==> src/hdl/tiled_config.svh <==
`ifndef TILED_CONFIG_SVH
`define TILED_CONFIG_SVH

`define ADDRESS_NUMBER      15   // row address bits
`define COLADDR_NUMBER      10   // column bits, 3 LSBs dropped for 8-bursts
`define FRAME_WIDTH_BITS    13   // frame width in 8-bursts
`define FRAME_HEIGHT_BITS   16   // frame height in lines
`define MAX_TILE_WIDTH      6    // tile width field, 0 means 64
`define MAX_TILE_HEIGHT     6    // tile height field, 0 means 64
`define NUM_RC_BURST_BITS   22   // combined {row, col8}
`define CALC_LATENCY        6    // recalc pulse to valid address and span

// register addresses on the write port
`define TILED_MODE             4'h0  // {keep_open, extra_pages[1:0], enable, reset_n}
`define TILED_STARTADDR        4'h2  // frame start in {row, col8}, bank 0
`define TILED_FRAME_FULL_WIDTH 4'h3  // padded line length in 8-bursts
`define TILED_WINDOW_WH        4'h4  // {height, width}
`define TILED_WINDOW_X0Y0      4'h5  // {top, left}
`define TILED_WINDOW_STARTXY   4'h6  // {start y, start x} inside the window
`define TILED_TILE_WHS         4'h7  // {vstep, height, width} one byte each

`endif
==> src/hdl/tiled_pkg.sv <==
`include "tiled_config.svh"

package tiled_pkg;

    typedef struct packed {
        logic        wr;    // write strobe
        logic [3:0]  addr;  // register address
        logic [31:0] data;
    } cmd_t;

    typedef struct packed {
        logic                            enable;
        logic                            reset_n;          // low holds the channel idle
        logic [1:0]                      extra_pages;      // client wants more pages buffered
        logic                            keep_open;        // keep banks open between rows
        logic [`NUM_RC_BURST_BITS-1:0]   start_addr;
        logic [`FRAME_WIDTH_BITS:0]      frame_full_width; // row/col step between frame lines
        logic [`FRAME_WIDTH_BITS:0]      window_width;
        logic [`FRAME_HEIGHT_BITS:0]     window_height;
        logic [`FRAME_WIDTH_BITS-1:0]    window_x0;
        logic [`FRAME_HEIGHT_BITS-1:0]   window_y0;
        logic [`FRAME_WIDTH_BITS-1:0]    start_x;          // relative to window left
        logic [`FRAME_HEIGHT_BITS-1:0]   start_y;          // relative to window top
        logic [`MAX_TILE_WIDTH:0]        tile_cols;
        logic [`MAX_TILE_HEIGHT:0]       tile_rows;
        logic [`MAX_TILE_HEIGHT:0]       tile_vstep;       // can be less than tile_rows for overlap
    } tiled_cfg_t;

    typedef struct packed {
        logic [`FRAME_WIDTH_BITS-1:0]  curr_x;  // transfer start, window relative
        logic [`FRAME_HEIGHT_BITS-1:0] curr_y;
    } tile_pos_t;

    typedef struct packed {
        logic [2:0]                   bank;
        logic [`ADDRESS_NUMBER-1:0]   row;
        logic [`COLADDR_NUMBER-4:0]   col;   // in 8-bursts
    } tile_addr_t;

    typedef struct packed {
        logic [`MAX_TILE_WIDTH:0] span;         // tile width clipped at window edge
        logic                     last_in_row;
        logic                     last_row;
    } tile_span_t;

    typedef struct packed {
        tile_addr_t                  addr;
        logic [`MAX_TILE_WIDTH-1:0]  num_cols_m1;
        logic [`MAX_TILE_HEIGHT-1:0] num_rows_m1;
        logic [`FRAME_WIDTH_BITS:0]  rowcol_inc;   // added to {row, col} per scan line
        logic                        keep_open;
        logic                        partial;      // first half of a page-split tile
    } xfer_t;

endpackage

==> src/hdl/tiled_rw_top.sv <==
`timescale 1ns/1ps

module tiled_rw_top (
    input  logic             rst,             // clock
    input  logic             mclk,            // async reset
    input  tiled_pkg::cmd_t  cmd,
    input  logic             frame_start,
    input  logic             next_page,
    input  logic             xfer_grant,
    input  logic             xfer_page_done,
    output logic             xfer_want,
    output logic             xfer_need,
    output logic             xfer_start,
    output tiled_pkg::xfer_t xfer,
    output logic             frame_done
);
    import tiled_pkg::*;

    tiled_cfg_t cfg;
    logic       cfg_wr;
    tile_pos_t  pos;
    tile_addr_t addr;
    tile_span_t span;
    logic       recalc;

    tiled_regs regs0 (.rst(rst), .mclk(mclk), .cmd(cmd), .cfg(cfg), .cfg_wr(cfg_wr));

    tiled_addr_calc addr0 (
        .rst(rst), .mclk(mclk), .cfg(cfg), .pos(pos), .recalc(recalc), .addr(addr)
    );

    tiled_span_calc span0 (
        .rst(rst), .mclk(mclk), .cfg(cfg), .pos(pos), .recalc(recalc), .span(span)
    );

    tiled_sequencer seq0 (
        .rst(rst), .mclk(mclk), .cfg(cfg), .cfg_wr(cfg_wr), .addr(addr), .span(span),
        .frame_start(frame_start), .next_page(next_page), .xfer_grant(xfer_grant),
        .xfer_page_done(xfer_page_done), .pos(pos), .recalc(recalc),
        .xfer_want(xfer_want), .xfer_need(xfer_need), .xfer_start(xfer_start),
        .xfer(xfer), .frame_done(frame_done)
    );

endmodule

==> src/hdl/tiled_sequencer.sv <==
`timescale 1ns/1ps
`include "tiled_config.svh"

module tiled_sequencer (
    input  logic                  rst,        // clock
    input  logic                  mclk,       // async reset
    input  tiled_pkg::tiled_cfg_t cfg,
    input  logic                  cfg_wr,
    input  tiled_pkg::tile_addr_t addr,
    input  tiled_pkg::tile_span_t span,
    input  logic                  frame_start,
    input  logic                  next_page,  // client freed one buffer page
    input  logic                  xfer_grant,
    input  logic                  xfer_page_done,
    output tiled_pkg::tile_pos_t  pos,
    output logic                  recalc,
    output logic                  xfer_want,
    output logic                  xfer_need,
    output logic                  xfer_start,
    output tiled_pkg::xfer_t      xfer,
    output logic                  frame_done
);
    import tiled_pkg::*;

    localparam int PW = `COLADDR_NUMBER - 2;  // page_left needs 128

    xfer_t                      xfer_next;   // offered on the next grant
    logic                       chn_en;
    logic                       en_d;
    logic                       trig;        // invalidates calculated results
    logic [`CALC_LATENCY-1:0]   vld_sr;      // restarts on every trigger
    logic                       vld_r;
    logic                       calc_valid;
    logic [PW-1:0]              page_left;   // 8-bursts to the page end, 1..128
    logic                       split;       // tile crosses the page
    logic [`MAX_TILE_WIDTH:0]   cols;
    logic [`MAX_TILE_WIDTH:0]   sent;        // width of the transfer now starting
    logic                       continued;   // second half of a split tile
    logic [`MAX_TILE_WIDTH-1:0] leftover;
    logic                       busy;
    logic                       last_block;
    logic [2:0]                 credits;     // free client buffer pages
    logic [2:0]                 pending;     // non-partial starts not yet done
    logic                       start_np;
    logic                       pre_want;

    assign chn_en     = cfg.enable & cfg.reset_n;
    // frame_start reloads the position, so the results restart too
    assign trig       = xfer_start | cfg_wr | frame_start | (chn_en & ~en_d);
    assign calc_valid = (vld_r | vld_sr[`CALC_LATENCY-1]) & ~trig;
    assign page_left  = {1'b1, {(PW-1){1'b0}}} - PW'(addr.col);
    assign split      = ~continued && (page_left < PW'(span.span));
    assign cols       = continued ? {1'b0, leftover}
                      : split     ? page_left[`MAX_TILE_WIDTH:0] : span.span;
    assign sent       = {1'b0, xfer.num_cols_m1} + 1'b1;
    assign start_np   = xfer_start & ~xfer.partial;  // partial halves use no page
    assign pre_want   = chn_en & busy & calc_valid & ~last_block & ~xfer_start;

    always_comb begin
        xfer_next.addr        = addr;
        xfer_next.num_cols_m1 = `MAX_TILE_WIDTH'(cols - 1'b1);
        xfer_next.num_rows_m1 = `MAX_TILE_HEIGHT'(cfg.tile_rows - 1'b1);
        xfer_next.rowcol_inc  = cfg.frame_full_width;
        xfer_next.keep_open   = cfg.keep_open;
        xfer_next.partial     = split;
    end

    always_ff @(posedge rst) begin
        if (xfer_grant) begin
            xfer     <= xfer_next;  // held through xfer_start
            leftover <= `MAX_TILE_WIDTH'(span.span - page_left[`MAX_TILE_WIDTH:0]);
        end
    end

    always_ff @(posedge rst or posedge mclk) begin
        if (mclk) begin
            en_d       <= 1'b0;
            recalc     <= 1'b0;
            vld_sr     <= '0;
            vld_r      <= 1'b0;
            busy       <= 1'b0;
            xfer_start <= 1'b0;
            xfer_want  <= 1'b0;
            xfer_need  <= 1'b0;
            continued  <= 1'b0;
            last_block <= 1'b0;
            credits    <= '0;
            pending    <= '0;
            frame_done <= 1'b0;
            pos        <= '0;
        end else begin
            en_d   <= chn_en;
            recalc <= trig;  // a cycle later, once pos and cfg have settled
            vld_sr <= trig ? '0 : {vld_sr[`CALC_LATENCY-2:0], recalc};
            if (trig || recalc)                vld_r <= 1'b0;
            else if (vld_sr[`CALC_LATENCY-1]) vld_r <= 1'b1;

            if (!chn_en)          busy <= 1'b0;
            else if (frame_start) busy <= 1'b1;
            else if (frame_done)  busy <= 1'b0;

            xfer_start <= xfer_grant & chn_en;

            if (!chn_en || xfer_grant) begin
                xfer_want <= 1'b0;
                xfer_need <= 1'b0;
            end else if (pre_want && (credits > {1'b0, cfg.extra_pages})) begin
                xfer_want <= 1'b1;
                if (credits >= 3'd3) xfer_need <= 1'b1;  // buffer nearly drained
            end

            if (frame_start)                 credits <= 3'd4;  // read: all 4 pages free
            else if (start_np && !next_page) credits <= credits - 1'b1;
            else if (!start_np && next_page) credits <= credits + 1'b1;

            if (!chn_en || frame_start) begin
                pos.curr_x <= cfg.start_x;
                pos.curr_y <= cfg.start_y;
            end else if (xfer_start) begin
                if (!xfer.partial && span.last_in_row) begin
                    pos.curr_x <= '0;
                    pos.curr_y <= pos.curr_y + `FRAME_HEIGHT_BITS'(cfg.tile_vstep);
                end else begin
                    pos.curr_x <= pos.curr_x + `FRAME_WIDTH_BITS'(sent);
                end
            end

            if (!chn_en || frame_start) continued <= 1'b0;
            else if (xfer_start)        continued <= xfer.partial;  // only once per split

            if (!chn_en || !busy) last_block <= 1'b0;
            else if (xfer_start)  last_block <= start_np & span.last_in_row & span.last_row;

            if (!chn_en || !busy)                 pending <= '0;
            else if (start_np && !xfer_page_done) pending <= pending + 1'b1;
            else if (!start_np && xfer_page_done) pending <= pending - 1'b1;

            // last page of the last block leaves nothing in flight
            frame_done <= chn_en & busy & last_block & xfer_page_done & ~start_np
                          & (pending == 3'd1);
        end
    end

endmodule

==> src/hdl/tiled_span_calc.sv <==
`timescale 1ns/1ps
`include "tiled_config.svh"

module tiled_span_calc (
    input  logic                  rst,     // clock
    input  logic                  mclk,    // async reset
    input  tiled_pkg::tiled_cfg_t cfg,
    input  tiled_pkg::tile_pos_t  pos,
    input  logic                  recalc,
    output tiled_pkg::tile_span_t span
);
    logic [`CALC_LATENCY-2:0]     stage;     // one-hot, same pacing as the address
    logic [`FRAME_WIDTH_BITS:0]   row_left;  // bursts to the window right edge
    logic [`FRAME_HEIGHT_BITS:0]  next_y;    // top of the next tile row
    logic [`FRAME_HEIGHT_BITS:0]  y_limit;   // last y where a full tile still fits
    logic [`MAX_TILE_WIDTH:0]     lim;       // min(tile_cols, row_left)
    logic                         last_row;

    always_ff @(posedge rst or posedge mclk) begin
        if (mclk) stage <= '0;
        else      stage <= {stage[`CALC_LATENCY-3:0], recalc};
    end

    always_ff @(posedge rst) begin
        if (recalc) begin
            row_left <= cfg.window_width - (`FRAME_WIDTH_BITS+1)'(pos.curr_x);
            next_y   <= (`FRAME_HEIGHT_BITS+1)'(pos.curr_y)
                        + (`FRAME_HEIGHT_BITS+1)'(cfg.tile_vstep);
            y_limit  <= cfg.window_height - (`FRAME_HEIGHT_BITS+1)'(cfg.tile_rows);
        end
        if (stage[0]) begin
            // anything at or above 64 left is never shorter than a tile
            if ((|row_left[`FRAME_WIDTH_BITS:`MAX_TILE_WIDTH])
                    || (row_left[`MAX_TILE_WIDTH:0] >= cfg.tile_cols))
                lim <= cfg.tile_cols;
            else
                lim <= row_left[`MAX_TILE_WIDTH:0];
            last_row <= next_y > y_limit;  // forgiving of odd window heights
        end
        if (stage[`CALC_LATENCY-2]) begin
            span.span        <= lim;
            span.last_in_row <= row_left == (`FRAME_WIDTH_BITS+1)'(lim);
            span.last_row    <= last_row;
        end
    end

endmodule

==> src/hdl/tiled_addr_calc.sv <==
`timescale 1ns/1ps
`include "tiled_config.svh"

module tiled_addr_calc (
    input  logic                  rst,     // clock
    input  logic                  mclk,    // async reset
    input  tiled_pkg::tiled_cfg_t cfg,
    input  tiled_pkg::tile_pos_t  pos,
    input  logic                  recalc,  // pos and cfg are sampled on this pulse
    output tiled_pkg::tile_addr_t addr
);
    logic [`CALC_LATENCY-2:0]          stage;       // one-hot, walks behind recalc
    logic [`FRAME_WIDTH_BITS-1:0]      frame_x;     // frame relative column
    logic [`FRAME_HEIGHT_BITS-1:0]     frame_y;     // frame relative line
    logic [`FRAME_HEIGHT_BITS-4:0]     frame_y8;    // line without bank bits
    logic [2:0]                        bank;
    logic [`FRAME_WIDTH_BITS+`FRAME_HEIGHT_BITS-3:0] mul_w;  // top bits dropped
    logic [`NUM_RC_BURST_BITS-1:0]     mul_r;
    logic [`NUM_RC_BURST_BITS-1:0]     line_start;  // {row, col8} of line start
    logic [`NUM_RC_BURST_BITS-1:0]     row_col;

    assign mul_w = frame_y8 * cfg.frame_full_width;

    always_ff @(posedge rst or posedge mclk) begin
        if (mclk) stage <= '0;
        else      stage <= {stage[`CALC_LATENCY-3:0], recalc};
    end

    always_ff @(posedge rst) begin
        if (recalc) begin
            frame_x <= cfg.window_x0 + pos.curr_x;
            frame_y <= cfg.window_y0 + pos.curr_y;
        end
        if (stage[0]) begin
            frame_y8 <= frame_y[`FRAME_HEIGHT_BITS-1:3];
            bank     <= frame_y[2:0];  // 8 consecutive lines in 8 banks
        end
        if (stage[1]) mul_r <= mul_w[`NUM_RC_BURST_BITS-1:0];  // maps onto a DSP
        if (stage[2]) line_start <= cfg.start_addr + mul_r;
        if (stage[3]) row_col <= line_start + `NUM_RC_BURST_BITS'(frame_x);
        if (stage[`CALC_LATENCY-2]) addr <= {bank, row_col};  // row is the upper 15 bits
    end

endmodule

==> src/hdl/tiled_regs.sv <==
`timescale 1ns/1ps
`include "tiled_config.svh"

module tiled_regs (
    input  logic                  rst,     // clock
    input  logic                  mclk,    // async reset
    input  tiled_pkg::cmd_t       cmd,
    output tiled_pkg::tiled_cfg_t cfg,
    output logic                  cfg_wr   // one cycle per accepted write
);
    logic lsw_zero;  // low word width field is 0
    logic msw_zero;  // high word is 0
    logic tw_zero;
    logic th_zero;
    logic tv_zero;

    assign lsw_zero = ~|cmd.data[`FRAME_WIDTH_BITS-1:0];
    assign msw_zero = ~|cmd.data[31:16];
    assign tw_zero  = ~|cmd.data[0+:`MAX_TILE_WIDTH];
    assign th_zero  = ~|cmd.data[8+:`MAX_TILE_HEIGHT];
    assign tv_zero  = ~|cmd.data[16+:`MAX_TILE_HEIGHT];

    always_ff @(posedge rst or posedge mclk) begin
        if (mclk) begin
            cfg    <= '0;
            cfg_wr <= 1'b0;
        end else begin
            cfg_wr <= cmd.wr;  // cleared below for unmapped addresses
            if (cmd.wr) begin
                case (cmd.addr)
                    `TILED_MODE: begin
                        cfg.reset_n     <= cmd.data[0];
                        cfg.enable      <= cmd.data[1];
                        cfg.extra_pages <= cmd.data[3:2];
                        cfg.keep_open   <= cmd.data[4];
                    end
                    `TILED_STARTADDR:        cfg.start_addr <= cmd.data[`NUM_RC_BURST_BITS-1:0];
                    `TILED_FRAME_FULL_WIDTH: begin
                        cfg.frame_full_width <= {lsw_zero, cmd.data[`FRAME_WIDTH_BITS-1:0]};
                    end
                    `TILED_WINDOW_WH: begin
                        cfg.window_width  <= {lsw_zero, cmd.data[`FRAME_WIDTH_BITS-1:0]};
                        cfg.window_height <= {msw_zero, cmd.data[`FRAME_HEIGHT_BITS+15:16]};
                    end
                    `TILED_WINDOW_X0Y0: begin
                        cfg.window_x0 <= cmd.data[`FRAME_WIDTH_BITS-1:0];
                        cfg.window_y0 <= cmd.data[`FRAME_HEIGHT_BITS+15:16];
                    end
                    `TILED_WINDOW_STARTXY: begin
                        cfg.start_x <= cmd.data[`FRAME_WIDTH_BITS-1:0];
                        cfg.start_y <= cmd.data[`FRAME_HEIGHT_BITS+15:16];
                    end
                    `TILED_TILE_WHS: begin
                        cfg.tile_cols  <= {tw_zero, cmd.data[0+:`MAX_TILE_WIDTH]};    // 0 -> 64
                        cfg.tile_rows  <= {th_zero, cmd.data[8+:`MAX_TILE_HEIGHT]};
                        cfg.tile_vstep <= {tv_zero, cmd.data[16+:`MAX_TILE_HEIGHT]};
                    end
                    default: cfg_wr <= 1'b0;
                endcase
            end
        end
    end

endmodule

==> config.mk <==
export PLATFORM = sky130hd
export DESIGN_NAME = tiled_rw_top
export DESIGN_NICKNAME = d
export VERILOG_FILES = /design/src/hdl/tiled_pkg.sv /design/src/hdl/tiled_rw_top.sv /design/src/hdl/tiled_sequencer.sv /design/src/hdl/tiled_span_calc.sv /design/src/hdl/tiled_addr_calc.sv /design/src/hdl/tiled_regs.sv
export VERILOG_INCLUDE_DIRS = /design/src /design/src/hdl
export SDC_FILE = /design/constraint.sdc
export NUM_CORES = 1
export LEC_CHECK = 0
export BUFFER_PORTS_ARGS = -buffer_cell sky130_fd_sc_hd__buf_4
export CAP_MARGIN = 10
export CORE_UTILIZATION = 50
export DETAILED_ROUTE_END_ITERATION = 6
export HOLD_SLACK_MARGIN = 0.06
export PLACE_DENSITY = 0.67
export SYNTH_ARGS = -nofsm -noshare
export SYNTH_HDL_FRONTEND = slang
export SYNTH_SLANG_ARGS = --single-unit
export TNS_END_PERCENT = 10
==> constraint.sdc <==
create_clock -name rst -period 6.1 [get_ports rst]
set_input_delay 0.61 -clock rst [delete_from_list [all_inputs] [get_ports rst]]
set_output_delay 0.61 -clock rst [all_outputs]
set_load 0.03 [all_outputs]
==> results_dict.tcl <==
set metrics [dict create \
    status "finished clean" \
    hpwl_um 44000 \
    rsz0062_at_grt "false" \
    drive_gt1_share_pct 15.3 \
    track_usage_pct 22.0 \
    finalCritPeriodShare_pct 95.5 \
    tns_ps 0 \
    clock.fmax_mhz 172 \
    clock_latency_ps 600 \
    use_met3_pct 2.94 \
    crit_type "reg2reg" \
    cts_sinks 468 \
    synth_edf_count 260 \
    initial_core_util_pct 50.9 \
    htree_levels 2 \
    clock_skew_ps 15.6 \
    crit_required_ps 6430 \
    post_synth_num_cell_types 73 \
    drtAntennaViolNets 0 \
    vias 17400 \
    maxSlewHeadroom_pct 25.2 \
    synthTopCellsByArea "edfxtp_1 28%, dfrtp_1 19%, fa_1 9.8%, ha_1 8.6%, mux2_2 6.2%" \
    crit_chain "and2_1 -> fa_1 -> inv_1 -> fa_1 -> inv_1 -> fa_1 -> fa_1 -> inv_1 -> fa_1 -> inv_1 -> ha_1 -> a21o_1 -> a21o_1 -> a21oi_1 -> a21boi_0 -> o21ai_0 -> o21ai_0 -> nor4b_1 -> nor4_1" \
    numCtsBuffers 51 \
    syn2layout_area_growth_pct 12.3 \
    setup_viol 0 \
    min_period_ps 5820 \
    ys_seq_elements 468 \
    die_h_um 236 \
    cts_resized 0 \
    num-fill-cells 4521 \
    cts_tree "yes" \
    root_buffer "clkbuf_16" \
    yosys_warnings 0 \
    hp-class "in2async" \
    drt_wl_total_um 59800 \
    async_flop_share_pct 44.4 \
    nets 2835 \
    cpPeakStageDelay_ps 590 \
    antenna_cells 0 \
    syn_nets 2709 \
    synth_cells 2342 \
    grt_pass1_wl_um 96300 \
    globalRouteMet1Util_pct 29.8 \
    cp_num_buf_inv 4 \
    ys_seq_area_share_pct 47.3 \
    synth_top_area_share_pct 28.4 \
    synth_top_cell_by_area "edfxtp_1" \
    drc 0 \
    clkTransAtPathRegs_ps 60 \
    grt_overflow 0 \
    grt_antenna_before_repair 2 \
    rows 85 \
    cp_slowest_cell "edfxtp_1" \
    worstPathArrival_ps 6160 \
    syn_area_um2 27500 \
    port_buffers 99 \
    hold_violations 0 \
    clockBufferDepth 3 \
    crit_top_cell "fa_1" \
    drt-pass1-iter-count 5 \
    die_x_um 236 \
    critPathCaptureType "flip-flop" \
    wl_per_cell_um 18.7 \
    use_met2_pct 36.6 \
    ios 100 \
    place.gp.congestion 0.856 \
    initialDrtViolationCount 1143 \
    busiest_layer "met2" \
    postSynthAreaPerCell_um2 11.7 \
    maxSlewViolCount 0 \
    core-area_um2 54000 \
    dieArea_um2 55900 \
    synth_ff_type "edfxtp_1" \
    start_kind "flip-flop" \
    critPathMaxFanout 13 \
    grt_pass1_vias 17900 \
    critical_path.top_delay_family "adder cells" \
    tightest_slew_ps 1120 \
    grt_max_degree 142 \
    via_per_inst 5.44 \
    drv_cap 0 \
]
==> registers in the layout (all words and copies together) (netlist names), 4 cells and up <==
signal            count
addr0.row_col        22
addr0.frame_y8       13
seq0.vld_sr           6
span0.row_left       14
addr0.addr           25
regs0.cfg           151
seq0.xfer            53
span0.lim             7
addr0.line_start     22
span0.next_y         17
addr0.mul_r          22
span0.stage           4
seq0.pos             29
seq0.leftover         6
span0.y_limit        17
addr0.frame_x        13
addr0.frame_y        16
span0.span            9
==> final timing paths <==
check	slack, ps	start	end	cells past startpoint
hold reg to reg	420	addr0.row_col[14]	addr0.addr[14]	0
setup reg to reg	280	addr0.frame_y8[9]	addr0.mul_r[21]	19
hold / removal	170	mclk	regs0.cfg[87]	3
min in group rst	220	frame_start	seq0.credits[0]	2
setup / recovery	280	addr0.frame_y8[9]	addr0.mul_r[21]	19
max in group asynchronous	4400	mclk	regs0.cfg[118]	4
==> worst min-delay path: stages <==
cell and delay [ps]:
buf_4 120, clkinvlp_4 70, buf_12 480
==> cell type report <==
cell class                      count  area (µm²)  share of cell area (%)
Multi-Input combinational cell   1529       13200                    42.7
Clock buffer                       69        1480                    4.79
Sequential cell                   468       13000                    42.2
Timing Repair Buffer              129         981                    3.18
Clock inverter                     27         238                   0.770
Inverter                          289        1090                    3.53
Tap cell                          696         871                    2.82
==> cells in the final DEF, fill, tap and decap left out, drive strengths merged, types with 10 or more instances in the layout <==
cell type,instances
a21o,46
a21oi,79
and2,95
and3,12
buf,129
clkbuf,69
clkinv,21
dfrtp,208
edfxtp,260
fa,134
ha,190
inv,290
mux2,151
mux2i,14
nand2,190
nand2b,22
nand3,18
nand4,10
nor2,100
nor2b,25
nor3,31
nor4,10
o21a,33
o21ai,84
or3,10
xnor2,118
xor2,42
==> stage by stage <==
stage | std cells | utilization [%] | hold WS (ps) | setup WS [ps] | area (µm²)
after floorplan | 2342 | - | 400 | 652 | 27500
after global placement | 3107 | 53.9 | 401 | 409 | 29100
after detailed placement | 3107 | 53.9 | 405 | 247 | 29100
after CTS | 3203 | 57.1 | 193 | 224 | 30800
after global routing | 3207 | 57.1 | 214 | 10.5 | 30900
final | 3207 | 57.1 | 172 | 277 | 30900
==> cell families (layout without fill, tap and decap cells) <==
group / Yosys count / after routing / share of synthesized area [%]
compound gates: 332 / 332 / 7.99
xor+xnor: 160 / 160 / 5.10
simple gates: 548 / 548 / 9.76
buf+inv: 345 / 514 / 4.71
mux: 165 / 165 / 6.70
fa+ha+maj: 324 / 324 / 18.4
flops: 468 / 468 / 47.3
==> what timing repair did <==
action                                  4_1_cts  5_1_grt
endpoints found under the setup margin        0        1
hold buffers                                  0        0
setup buffers                                 0        4
==> Yosys cell counts, drive strengths merged (12+ instances only) <==
library cell  instances
a21o                 46
a21oi                79
and2                 95
and3                 12
clkbuf               50
dfrtp               208
edfxtp              260
fa                  134
ha                  190
inv                 289
mux2                151
mux2i                14
nand2               190
nand2b               22
nand3                18
nor2                100
nor2b                25
nor3                 31
o21a                 33
o21ai                84
xnor2               118
xor2                 42
==> routing by layer <==
layer | vias up | share of wire [%] | routed length, µm
li1 | 8255 | - | -
met1 | 8685 | 45 | 26700
met2 | 394 | 48 | 28700
met3 | 106 | 4.6 | 2750
met4 | 0 | 2.9 | 1720
met5 | - | 0 | 0
Power is not shown: default switching activity piles up to over one toggle a cycle in this logic, so the estimate is an artifact.
